File: config.mk
export PLATFORM = sky130hd
export DESIGN_NAME = cpu_timing_top
export DESIGN_NICKNAME = d
export VERILOG_FILES = /design/src/hdl/cpu_timing_pkg.sv /design/src/hdl/strob_if.sv /design/src/hdl/panel_step.sv /design/src/hdl/cycle_decoder.sv /design/src/hdl/iface_guard.sv /design/src/hdl/strob_gen.sv /design/src/hdl/cpu_timing_top.sv
export SDC_FILE = /design/constraint.sdc
export NUM_CORES = 1
export LEC_CHECK = 0
export BUFFER_PORTS_ARGS = -buffer_cell sky130_fd_sc_hd__buf_4
export CAP_MARGIN = 20
export CORE_MARGIN = 2
export CORE_UTILIZATION = 46
export DETAILED_ROUTE_END_ITERATION = 6
export PLACE_DENSITY = 0.7
export SYNTH_ARGS = -nofsm -noshare
export SYNTH_HDL_FRONTEND = slang
export SYNTH_HIERARCHICAL = 1
export SYNTH_SLANG_ARGS = --single-unit
File: constraint.sdc
create_clock -name clk_sys -period 2.4 [get_ports clk_sys]
set_clock_uncertainty 0.2 [all_clocks]
set_input_delay 0.12 -clock clk_sys [delete_from_list [all_inputs] [get_ports clk_sys]]
set_output_delay 0.12 -clock clk_sys [all_outputs]
set_load 0.005 [all_outputs]
File: src/hdl/cpu_timing_pkg.sv
// Cycle kind enum, timing select vector and bit positions, strobe state enum, debounce default
`default_nettype none

package cpu_timing_pkg;

	// Kind of processor cycle
	// Loaded at the end of every cycle and decoded into ss11..ss15
	typedef enum logic [2:0] {
		CYC_REG    = 3'd0,
		CYC_MEM_RD = 3'd1,
		CYC_MEM_WR = 3'd2,
		CYC_ALU    = 3'd3,
		CYC_IF     = 3'd4
	} cycle_kind_t;

	// Timing select lines, always one-hot
	typedef logic [4:0] timing_sel_t;

	// Bit positions inside timing_sel_t
	localparam int SEL_SS11 = 0;
	localparam int SEL_SS12 = 1;
	localparam int SEL_SS13 = 2;
	localparam int SEL_SS14 = 3;
	localparam int SEL_SS15 = 4;

	// Strobe generator states
	// W suffix marks a hold state, B marks the back half of a strobe
	typedef enum logic [2:0] {
		ST_GOT  = 3'd0,
		ST_GOTW = 3'd1,
		ST_ST1  = 3'd2,
		ST_ST1W = 3'd3,
		ST_ST1B = 3'd4,
		ST_PGOT = 3'd5,
		ST_ST2  = 3'd6,
		ST_ST2B = 3'd7
	} strob_state_t;

	// Cycles a front-panel key must stay stable before it is accepted
	localparam int DEBOUNCE_DEFAULT = 4;

endpackage

`default_nettype wire

File: src/hdl/strob_if.sv
// Strobe bundle interface with source, decoder and guard modports
`timescale 1ns/1ps
`default_nettype none

interface strob_if;

	// One level per strobe state
	logic got;
	logic strob1;
	logic strob1b;
	logic strob2;
	logic strob2b;
	// Single-cycle pulse, loads the next cycle
	logic ldstate;

	// Strobe generator drives everything
	modport src (
		output got, strob1, strob1b, strob2, strob2b, ldstate
	);

	// Cycle decoder only needs the load pulse
	modport dec (
		input ldstate
	);

	// Interface guard samples requests during strob1
	modport guard (
		input ldstate, strob1
	);

endinterface

`default_nettype wire

File: src/hdl/panel_step.sv
// Front-panel key synchronizer, debouncer and step pulse generator
`timescale 1ns/1ps
`default_nettype none

module panel_step #(
	parameter int DEBOUNCE_CYCLES = 4
) (
	input  logic clk_sys,
	input  logic rst,
	input  logic mode,
	input  logic step,
	output logic mode_s,
	output logic step_pulse
);

	// Counter wide enough for the full debounce window
	localparam int CNT_W = $clog2(DEBOUNCE_CYCLES + 1);
	// Key slots
	localparam int K_MODE = 0;
	localparam int K_STEP = 1;

	logic [1:0] key_raw;
	// Two-flop synchronizer per key
	logic [1:0] sync_a;
	logic [1:0] sync_b;
	// Accepted key levels
	logic [1:0] key_db;
	// Synchronized level has been different long enough
	logic [1:0] settle;
	logic [CNT_W-1:0] cnt [2];

	assign key_raw = {step, mode};

	always_comb begin
		for (int k = 0; k < 2; k++) begin
			settle[k] = (sync_b[k] != key_db[k]) && (cnt[k] == CNT_W'(DEBOUNCE_CYCLES - 1));
		end
	end

	always_ff @(posedge clk_sys) begin
		if (rst) begin
			sync_a <= '0;
			sync_b <= '0;
			key_db <= '0;
			step_pulse <= 1'b0;
			for (int k = 0; k < 2; k++) begin
				cnt[k] <= '0;
			end
		end else begin
			sync_a <= key_raw;
			sync_b <= sync_a;
			for (int k = 0; k < 2; k++) begin
				if (sync_b[k] == key_db[k]) begin
					// Bounce back, start over
					cnt[k] <= '0;
				end else if (settle[k]) begin
					key_db[k] <= sync_b[k];
					cnt[k] <= '0;
				end else begin
					cnt[k] <= cnt[k] + 1'b1;
				end
			end
			// One pulse on the accepted rising edge of STEP
			step_pulse <= settle[K_STEP] & sync_b[K_STEP];
		end
	end

	// Debounced MODE level
	assign mode_s = key_db[K_MODE];

endmodule

`default_nettype wire

File: src/hdl/cycle_decoder.sv
// Current cycle register and decoder into the one-hot timing select lines
`timescale 1ns/1ps
`default_nettype none

module cycle_decoder (
	input  logic                       clk_sys,
	input  logic                       rst,
	input  cpu_timing_pkg::cycle_kind_t next_cycle,
	strob_if.dec                       bus,
	output cpu_timing_pkg::timing_sel_t sel,
	output cpu_timing_pkg::cycle_kind_t cycle
);

	import cpu_timing_pkg::*;

	// Cycle register
	// Reset to a short cycle so the first one needs no memory
	always_ff @(posedge clk_sys) begin
		if (rst) begin
			cycle <= CYC_ALU;
		end else if (bus.ldstate) begin
			// New kind shows up on the clock after ldstate
			cycle <= next_cycle;
		end
	end

	// Select decode
	always_comb begin
		sel = '0;
		case (cycle)
			// Register transfer with STROB2
			CYC_REG: begin
				sel[SEL_SS11] = 1'b1;
			end
			// Memory read with STROB2 that waits for ok_mem
			CYC_MEM_RD: begin
				sel[SEL_SS12] = 1'b1;
			end
			// Memory write without STROB2 that waits for ok_mem
			CYC_MEM_WR: begin
				sel[SEL_SS13] = 1'b1;
			end
			// Interface cycle without STROB2
			CYC_IF: begin
				sel[SEL_SS15] = 1'b1;
			end
			// ALU cycle and any undefined code
			default: begin
				sel[SEL_SS14] = 1'b1;
			end
		endcase
	end

	// Exactly one select line at any time
	sel_onehot_a: assert property (
		@(posedge clk_sys) disable iff (rst)
		$onehot(sel)
	) else $error("timing select not one-hot");

endmodule

`default_nettype wire

File: src/hdl/iface_guard.sv
// Pending interface transfer flag and the cycle-end blocking signal
`timescale 1ns/1ps
`default_nettype none

module iface_guard (
	input  logic clk_sys,
	input  logic rst,
	input  logic iface_req,
	input  logic iface_done,
	input  logic oken,
	strob_if.guard bus,
	output logic if_busy
);

	// Transfer pending
	logic zw;

	// Set during strob1, cleared by done
	// Done has priority when both arrive together
	always_ff @(posedge clk_sys) begin
		if (rst) begin
			zw <= 1'b0;
		end else if (iface_done) begin
			zw <= 1'b0;
		end else if (iface_req && bus.strob1) begin
			zw <= 1'b1;
		end
	end

	// Only blocks while the interface is enabled
	assign if_busy = zw & oken;

	// Cycle must never end with a transfer still blocking it
	no_load_busy_a: assert property (
		@(posedge clk_sys) disable iff (rst)
		bus.ldstate |-> !if_busy
	) else $error("ldstate while interface busy");

endmodule

`default_nettype wire

File: src/hdl/strob_gen.sv
// Strobe state machine producing GOT, STROB1, STROB2 and the ldstate pulse
`timescale 1ns/1ps
`default_nettype none

module strob_gen (
	input  logic                        clk_sys,
	input  logic                        rst,
	input  cpu_timing_pkg::timing_sel_t sel,
	input  logic                        ok_mem,
	input  logic                        if_busy,
	input  logic                        mode_s,
	input  logic                        step_pulse,
	strob_if.src                        bus
);

	import cpu_timing_pkg::*;

	strob_state_t state;
	strob_state_t state_nx;

	logic ss11;
	logic ss12;
	logic ss13;
	logic ss14;
	logic ss15;
	// Ready to start STROB1
	logic es1;
	logic has_strob2;
	logic no_strob2;
	// Leave STROB1 front
	logic step_trig;

	assign ss11 = sel[SEL_SS11];
	assign ss12 = sel[SEL_SS12];
	assign ss13 = sel[SEL_SS13];
	assign ss14 = sel[SEL_SS14];
	assign ss15 = sel[SEL_SS15];

	// Memory cycles wait for ok_mem
	assign es1 = ss11 | ((ss12 | ss13) & ok_mem) | ss14 | ss15;
	assign has_strob2 = ss11 | ss12;
	assign no_strob2 = ss13 | ss14 | ss15;
	// Step mode off lets every cycle run
	assign step_trig = ~mode_s | step_pulse;

	always_comb begin
		state_nx = state;
		case (state)
			ST_GOT: begin
				state_nx = es1 ? ST_ST1 : ST_GOTW;
			end
			// Memory not ready yet
			ST_GOTW: begin
				if (es1) begin
					state_nx = ST_ST1;
				end
			end
			ST_ST1: begin
				state_nx = step_trig ? ST_ST1B : ST_ST1W;
			end
			// Parked until the STEP key
			ST_ST1W: begin
				if (step_trig) begin
					state_nx = ST_ST1B;
				end
			end
			ST_ST1B: begin
				if (has_strob2) begin
					state_nx = ST_ST2;
				end else if (no_strob2 && !if_busy) begin
					state_nx = ST_GOT;
				end else begin
					state_nx = ST_PGOT;
				end
			end
			ST_ST2: begin
				state_nx = ST_ST2B;
			end
			ST_ST2B: begin
				state_nx = if_busy ? ST_PGOT : ST_GOT;
			end
			// Interface transfer still pending
			ST_PGOT: begin
				if (!if_busy) begin
					state_nx = ST_GOT;
				end
			end
			default: begin
				state_nx = ST_GOT;
			end
		endcase
	end

	always_ff @(posedge clk_sys) begin
		if (rst) begin
			state <= ST_GOT;
		end else begin
			state <= state_nx;
		end
	end

	// Strobes straight from the state, no strobe in hold states
	assign bus.got = (state == ST_GOT);
	assign bus.strob1 = (state == ST_ST1);
	assign bus.strob1b = (state == ST_ST1B);
	assign bus.strob2 = (state == ST_ST2);
	assign bus.strob2b = (state == ST_ST2B);
	// Cycle end in whichever state closes it
	assign bus.ldstate = ~if_busy & ((state == ST_PGOT)
		| ((state == ST_ST1B) & no_strob2)
		| (state == ST_ST2B));

	// STROB2 only follows STROB1 back of a long cycle
	strob2_entry_a: assert property (
		@(posedge clk_sys) disable iff (rst)
		$rose(bus.strob2) |-> $past(state == ST_ST1B && has_strob2)
	) else $error("strob2 entered from wrong state");

	// Never two strobes at once
	strob_excl_a: assert property (
		@(posedge clk_sys) disable iff (rst)
		$onehot0({bus.got, bus.strob1, bus.strob1b, bus.strob2, bus.strob2b})
	) else $error("strobes overlap");

endmodule

`default_nettype wire

File: src/hdl/cpu_timing_top.sv
// Top level of the cycle timing unit with the strobe bundle broken out to ports
`timescale 1ns/1ps
`default_nettype none

module cpu_timing_top #(
	parameter int DEBOUNCE_CYCLES = cpu_timing_pkg::DEBOUNCE_DEFAULT
) (
	input  logic                        clk_sys,
	input  logic                        rst,
	input  cpu_timing_pkg::cycle_kind_t next_cycle,
	input  logic                        ok_mem,
	input  logic                        iface_req,
	input  logic                        iface_done,
	input  logic                        oken,
	input  logic                        mode,
	input  logic                        step,
	output logic                        got,
	output logic                        strob1,
	output logic                        strob1b,
	output logic                        strob2,
	output logic                        strob2b,
	output logic                        ldstate,
	output cpu_timing_pkg::cycle_kind_t cycle
);

	import cpu_timing_pkg::*;

	// Strobes and cycle load pulse
	strob_if bus ();

	timing_sel_t sel;
	logic if_busy;
	logic mode_s;
	logic step_pulse;

	// Front-panel keys
	panel_step #(
		.DEBOUNCE_CYCLES(DEBOUNCE_CYCLES)
	) panel_step_inst (
		.clk_sys    (clk_sys),
		.rst        (rst),
		.mode       (mode),
		.step       (step),
		.mode_s     (mode_s),
		.step_pulse (step_pulse)
	);

	// Cycle kind register and select decode
	cycle_decoder cycle_decoder_inst (
		.clk_sys    (clk_sys),
		.rst        (rst),
		.next_cycle (next_cycle),
		.bus        (bus.dec),
		.sel        (sel),
		.cycle      (cycle)
	);

	// Interface transfer hold
	iface_guard iface_guard_inst (
		.clk_sys    (clk_sys),
		.rst        (rst),
		.iface_req  (iface_req),
		.iface_done (iface_done),
		.oken       (oken),
		.bus        (bus.guard),
		.if_busy    (if_busy)
	);

	// Strobe sequencer
	strob_gen strob_gen_inst (
		.clk_sys    (clk_sys),
		.rst        (rst),
		.sel        (sel),
		.ok_mem     (ok_mem),
		.if_busy    (if_busy),
		.mode_s     (mode_s),
		.step_pulse (step_pulse),
		.bus        (bus.src)
	);

	// Strobes out to the pins
	assign got = bus.got;
	assign strob1 = bus.strob1;
	assign strob1b = bus.strob1b;
	assign strob2 = bus.strob2;
	assign strob2b = bus.strob2b;
	assign ldstate = bus.ldstate;

endmodule

`default_nettype wire

# Word-level counts from Yosys, hierarchy flattened
# Memory sizes are Yosys's and may differ from the RTL's.
# Cells that the tools add are included.
[totals]
reg_bits = 14
ramBits = 6
inputBits = 11
output_inout_bits = 9
elab_cells = 111
memories = 1
[mem_list]
columns = ["memory", "depth", "width", "rd", "rd_ports_with_merged_regs", "wr", "line", "source"]
rows = [
  ["panel_step_inst.cnt", 2, 3, 2, 0, 2, "panel_step.sv:30", "logic [CNT_W-1:0] cnt [2];"],
]
[op_classes]
add_sub_neg = 2
n_eq_ne = 19
n_mux = 44
n_bitwise = 25
reduce_logical = 12
[ops]
columns = ["op", "n"]
rows = [
  ["$mux 3", 13],
  ["$mux 1", 29],
  ["$pmux 3 s8", 1],
  ["$or 1x1->1", 16],
  ["$eq 3x2->1 const B", 5],
  ["$eq 3x3->1 const B", 5],
  ["$add 3x1->3 const B", 2],
  ["$eq 3x1->1 const B", 2],
  ["$logic_not 3->1", 2],
  ["$and 1x1->1", 5],
  ["$logic_and 1x1->1", 4],
  ["$ne 2x1->1 const B", 2],
  ["$not 1->1", 4],
  ["$reduce_and 2->1", 2],
  ["$reduce_or 4->1", 1],
  ["$reduce_and 3->1", 1],
  ["$eq 1x1->1", 2],
  ["$mux 2", 1],
  ["$ne 1x1->1", 2],
  ["$ne 2x2->1 const B", 1],
  ["$reduce_or 2->1", 1],
  ["$logic_not 1->1", 1],
]

# Depth between registers and ports, before layout
[logic_depth]
ltp_word = 9
mapped_depth = 7
depth_no_buf = 7

# By module
# Netlist, hierarchy kept.
[modules_own_cells]
columns = ["module", "instances", "cells_each", "area_each_um2", "seq_area_each_um2"]
rows = [
  ["panel_step", 1, 38, 540.5, 320.3],
  ["strob_gen", 1, 48, 339.1, 60.1],
  ["cycle_decoder", 1, 14, 141.4, 60.1],
  ["iface_guard", 1, 4, 45.0, 20.0],
]

# Worst setup path before layout
# No wires, ideal clock.
[synth_timing]
path_kind = "register -> register"
start = "register cycle_decoder_inst.cycle[2]"
end = "register cycle_decoder_inst.cycle[0]"
setup_time_ns = 0.120
arrival_time_ns = 1.699
required_time_ns = 2.080
path_slack_ns = 0.382
path_stages_with_launch = 8
path_buffers = 0
period_less_slack_ns = 2.018
cell_sequence = "dfxtp_1 nor3b_1 nor3_1 nor2_1 nor2_1 nor3_1 nor2b_1 a211o_1"
[synth_via]
word_cells_on_any_way = 14
classes_between = "eq/ne: 3; mux: 3; bitwise: 6; reduce/logical: 2"
[synth_lines]
columns = ["element", "line", "source"]
rows = [
  ["from (decl)", "cycle_decoder.sv:11", "output cpu_timing_pkg::cycle_kind_t cycle"],
  ["from (signal assigned)", "cycle_decoder.sv:23", "cycle <= next_cycle;"],
  ["$eq 3x3->1", "cycle_decoder.sv:30", "case (cycle)"],
  ["$mux 1", "cycle_decoder.sv:30", ""],
  ["net sel[4]", "cpu_timing_top.sv:31", "timing_sel_t sel;"],
  ["$or 1x1->1", "strob_gen.sv:42", "assign no_strob2 = ss13 | ss14 | ss15;"],
  ["$and 1x1->1", "strob_gen.sv:110", "| ((state == ST_ST1B) & no_strob2)"],
  ["$or 1x1->1", "strob_gen.sv:110", ""],
  ["$or 1x1->1", "strob_gen.sv:111", "| (state == ST_ST2B));"],
  ["$and 1x1->1", "strob_gen.sv:109", "assign bus.ldstate = ~if_busy & ((state == ST_PGOT)"],
  ["net ldstate", "cpu_timing_top.sv:22", "output logic ldstate,"],
]
# The timed path passes the listed nets, and every way through them passes these cells.
# A chain may end at the register's enable or synchronous reset.

# Final worst setup path
[layout_timing]
start = "register cycle_decoder_inst.cycle[0]"
end = "output ldstate"
[layout_via]
elab_chain_len = 9
word_cells_on_any_way = 14
classes_between = "eq/ne: 3; mux: 3; bitwise: 6; reduce/logical: 2"
[layout_rtl]
columns = ["element", "line"]
rows = [
  ["$eq 3x1->1, or another cell as far along", "cycle_decoder.sv:30"],
  ["$reduce_or 4->1 (no source line) *", "-"],
  ["$mux 1 *", "cycle_decoder.sv:30"],
  ["net sel[3]", "cpu_timing_top.sv:31"],
  ["$or 1x1->1 * (2 in series)", "strob_gen.sv:42"],
  ["$and 1x1->1 *", "strob_gen.sv:110"],
  ["$or 1x1->1 *", "strob_gen.sv:110"],
  ["$or 1x1->1 *", "strob_gen.sv:111"],
  ["$and 1x1->1 *", "strob_gen.sv:109"],
  ["to (decl)", "cpu_timing_top.sv:22"],
]
# Mark *: on every way through the listed nets, which the timed path passes. The rest lies on a longest branch.

==> metrics.txt <==
most frequently used cell type in the post-synthesis netlist=sky130_fd_sc_hd__dfxtp_1; placement-stage cell area=0.001241 mm^2; most frequent cells after synthesis=14 x sky130_fd_sc_hd__dfxtp_1, 8 x sky130_fd_sc_hd__nor2_1, 6 x sky130_fd_sc_hd__edfxtp_1, 6 x sky130_fd_sc_hd__nor3_1; CTS tree=yes; number of enable-type register cells in the synthesized netlist=6; antenna diode instance count=0; RSZ-0062 raised after global routing=false; Arrival @ worst endpoint=1.85 ns; total overflow reported by the global router=0; area share of the largest cell type after synthesis=26.29%; number of clock sinks seen by CTS=20; top achievable clock speed=461.5 MHz; total power consumption of the routed design=0.001187 W; Setup Buffers After CTS=0; DRT antenna net count=0; number of top-level design ports=20; final core utilization=62.33%; internal portion of total power=0.0007913 W; Final WS setup=0.2331 ns; worst-case vdd ir drop=630.7 uV; via count of the first global-routing pass=803; floorplan core area=0.002212 mm^2; Post-Syn Area per Cell=10.25 um^2; total number of H-tree levels=1; Overall Global Routing Usage=16.76%; Crit Path Max Fanout=7; number of placement rows=17; sequential area share after synthesis=43.19%; critical setup path kind=flop to primary output; dpl ws=0.4737 ns; most frequently used flop master after synthesis=sky130_fd_sc_hd__dfxtp_1; number of buffers between clock root and the deepest sink=2; number of max-slew violations in the final report=0; Final Cycle Share=90.29%; synthesized cell area=0.001066 mm^2; class of the tightest hold or removal check=input port to flop; Chip Width=52.14 um; worst reg2reg path depth=4; largest net degree at the start of global routing=21; root buffer cell=sky130_fd_sc_hd__clkbuf_4; Die Footprint=0.002719 mm^2; synth-to-layout area growth=29.34%; Final Instance Area=0.001379 mm^2; detail-routed net length per standard cell=11.66 um; Pwr Density=860.9 mW/mm^2; CP Capture Type=primary output; number of vias after detailed routing=876; number of nets in the layout=153; placer's final routability congestion estimate=0.7343; status=complete, no violations; clock latency on the worst-skew pair=0.30 ns; clock network fraction of design power=23.3%; Die Y=52.14 um; summed negative setup slack over all endpoints=0 ns; number of buffers created by CTS=3; Crit Reg-Reg Startpoint=strob_gen_inst/state[1]$_SDFFE_PP0P_; MaxCap Viol Count=0; top cells by area in the synthesized netlist=sky130_fd_sc_hd__dfxtp_1 26%, sky130_fd_sc_hd__edfxtp_1 17%, sky130_fd_sc_hd__ha_1 4.7%, sky130_fd_sc_hd__and2b_2 3.3%, sky130_fd_sc_hd__mux2i_1 2.8%; wire length of the first global-routing pass=3.381 mm; starting density of the core=48.19%; crit path time final=2.167 ns; relative contribution of sequential cells to total power=41.9%; Detailed Place HPWL=1.278 mm; overall routed net length=1.924 mm; distinct cell type count of the synthesized netlist=40; initial antenna violation count=0; # DRC=0; static power due to leakage=0.5473 nW; worst reg2reg path endpoint=iface_guard_inst/zw$_SDFFE_PP0P_; IO buf count=19; required time at the worst-slack endpoint=2.08 ns; combinational share of power=34.8%; count of filler cells inserted in the layout=194; fraction of final layout cells with drive strength greater than 1=27.74%; number of failing hold endpoints at the final stage=0; flip-flop and latch count after synthesis=20; number of failing setup endpoints in the final timing report=0; Detailed Routing Iterations Pass 1=4; ys async rst share=0%; proportion of total power due to net switching=33.34%; Detailed Route Iter0 Violations=7; Yosys Warn Count=6; switching power=0.0003957 W; internal reg-to-reg setup slack=0.33 ns; clock edge transition at the registers on the reported setup and hold paths=0.11 ns; capturing instance or port of the critical path=ldstate; cell type with the largest total area after synthesis=sky130_fd_sc_hd__dfxtp_1; Crit. Startpoint=cycle_decoder_inst/cycle[0]$_SDFFE_PP1P_; type of element launching the critical path=flop; synthesized instance count=104; post-detailed-route via-to-cell ratio=5.309
-- cell type report --
type                            instances  area [um^2]  share of cell area, %
Timing Repair Buffer                   28        230.2                  16.70
Clock inverter                          1        30.03                  2.178
Sequential cell                        20        460.4                  33.39
Inverter                                3        11.26                 0.8167
Multi-Input combinational cell         82        589.3                  42.74
Tap cell                               28        35.03                  2.541
Clock buffer                            3        22.52                  1.633
-- worst max-delay path, cell delays in order, from the launching register on --
cell	delay, ns
sky130_fd_sc_hd__dfxtp_1	0.39
sky130_fd_sc_hd__maj3_1	0.40
sky130_fd_sc_hd__nor3_1	0.23
sky130_fd_sc_hd__nor2_1	0.07
sky130_fd_sc_hd__nor2_1	0.10
sky130_fd_sc_hd__nor3_1	0.05
sky130_fd_sc_hd__buf_4	0.16
sky130_fd_sc_hd__buf_4	0.13
-- cells by family after synthesis --
group / after synthesis / synth area share (%)
simple gates: 49 / 31.34
flops: 20 / 43.19
compound gates: 17 / 11.27
buf+inv: 7 / 3.756
fa+ha+maj: 5 / 5.634
mux: 3 / 2.817
xor+xnor: 2 / 1.643
other cells: 1 / 0.3518
-- through the flow --
stage | std cells | hold WS [ns]
2_1_floorplan | 109 | -0.01756
3_3_place_gp | 153 | 0.08247
3_5_place_dp | 153 | 0.08724
4_1_cts | 165 | 0.01741
5_1_grt | 165 | 0.06179
6_report | 165 | 0.01707
-- flip-flops by register name, indices dropped and copies added, names as in the netlist --
| signal | count |
|---|---|
| panel_step_inst/sync_b | 2 |
| panel_step_inst/step_pulse | 1 |
| iface_guard_inst/zw | 1 |
| cycle_decoder_inst/cycle | 3 |
| panel_step_inst/cnt | 6 |
| panel_step_inst/key_db | 2 |
| strob_gen_inst/state | 3 |
| panel_step_inst/sync_a | 2 |
-- power groups by stage --
stage	combinational (W)	clock (W)	sequential (W)
floorplan	0.000316	0	0.000444
global placement	0.000392	0	0.000496
detailed placement	0.000398	0	0.000498
CTS	0.000411	0.000283	0.000491
global route	0.000459	0.000304	0.000511
finish	0.000413	0.000277	0.000497
-- cell usage in the layout (no fill, tap or decap), drive strengths merged, types with 3 or more instances in the layout --
master and count:
nor3b 4, o21ai 5, dlygate4sd3 8, edfxtp 6, and2b 4, nor2 8, mux2i 3, inv 3
clkbuf 3, nand2 3, dfxtp 14, buf 20, nor4 4, nor4b 4, a21oi 5, nor3 9
conb 6, ha 4
-- routing by layer --
layer | global-route usage (%) | routed length (um) | vias to the layer above
met3 | 5.172 | 103 | 4
met4 | 6.838 | 17 | 0
met5 | 0 | 0 | -
met2 | 27.64 | 905 | 28
li1 | - | - | 448
met1 | 20.18 | 897 | 396
-- how the worst min path moves through the flow --
stage	start	end	cells past startpoint
floorplan	rst	strob_gen_inst/state[2]$_SDFFE_PP0P_	1
global placement	iface_done	iface_guard_inst/zw$_SDFFE_PP0P_	2
detailed placement	iface_done	iface_guard_inst/zw$_SDFFE_PP0P_	2
CTS	ok_mem	strob_gen_inst/state[0]$_SDFFE_PP0P_	4
global route	ok_mem	strob_gen_inst/state[0]$_SDFFE_PP0P_	4
finish	ok_mem	strob_gen_inst/state[0]$_SDFFE_PP0P_	4
-- what timing repair did --
item / in CTS / in global routing
endpoints found under the setup margin: 0 / 1
gates resized for setup: 0 / 1
hold buffers: 8 / 0
endpoints found under the hold margin: 11 / 0
Note: power is estimated with default switching activity, not from simulation.
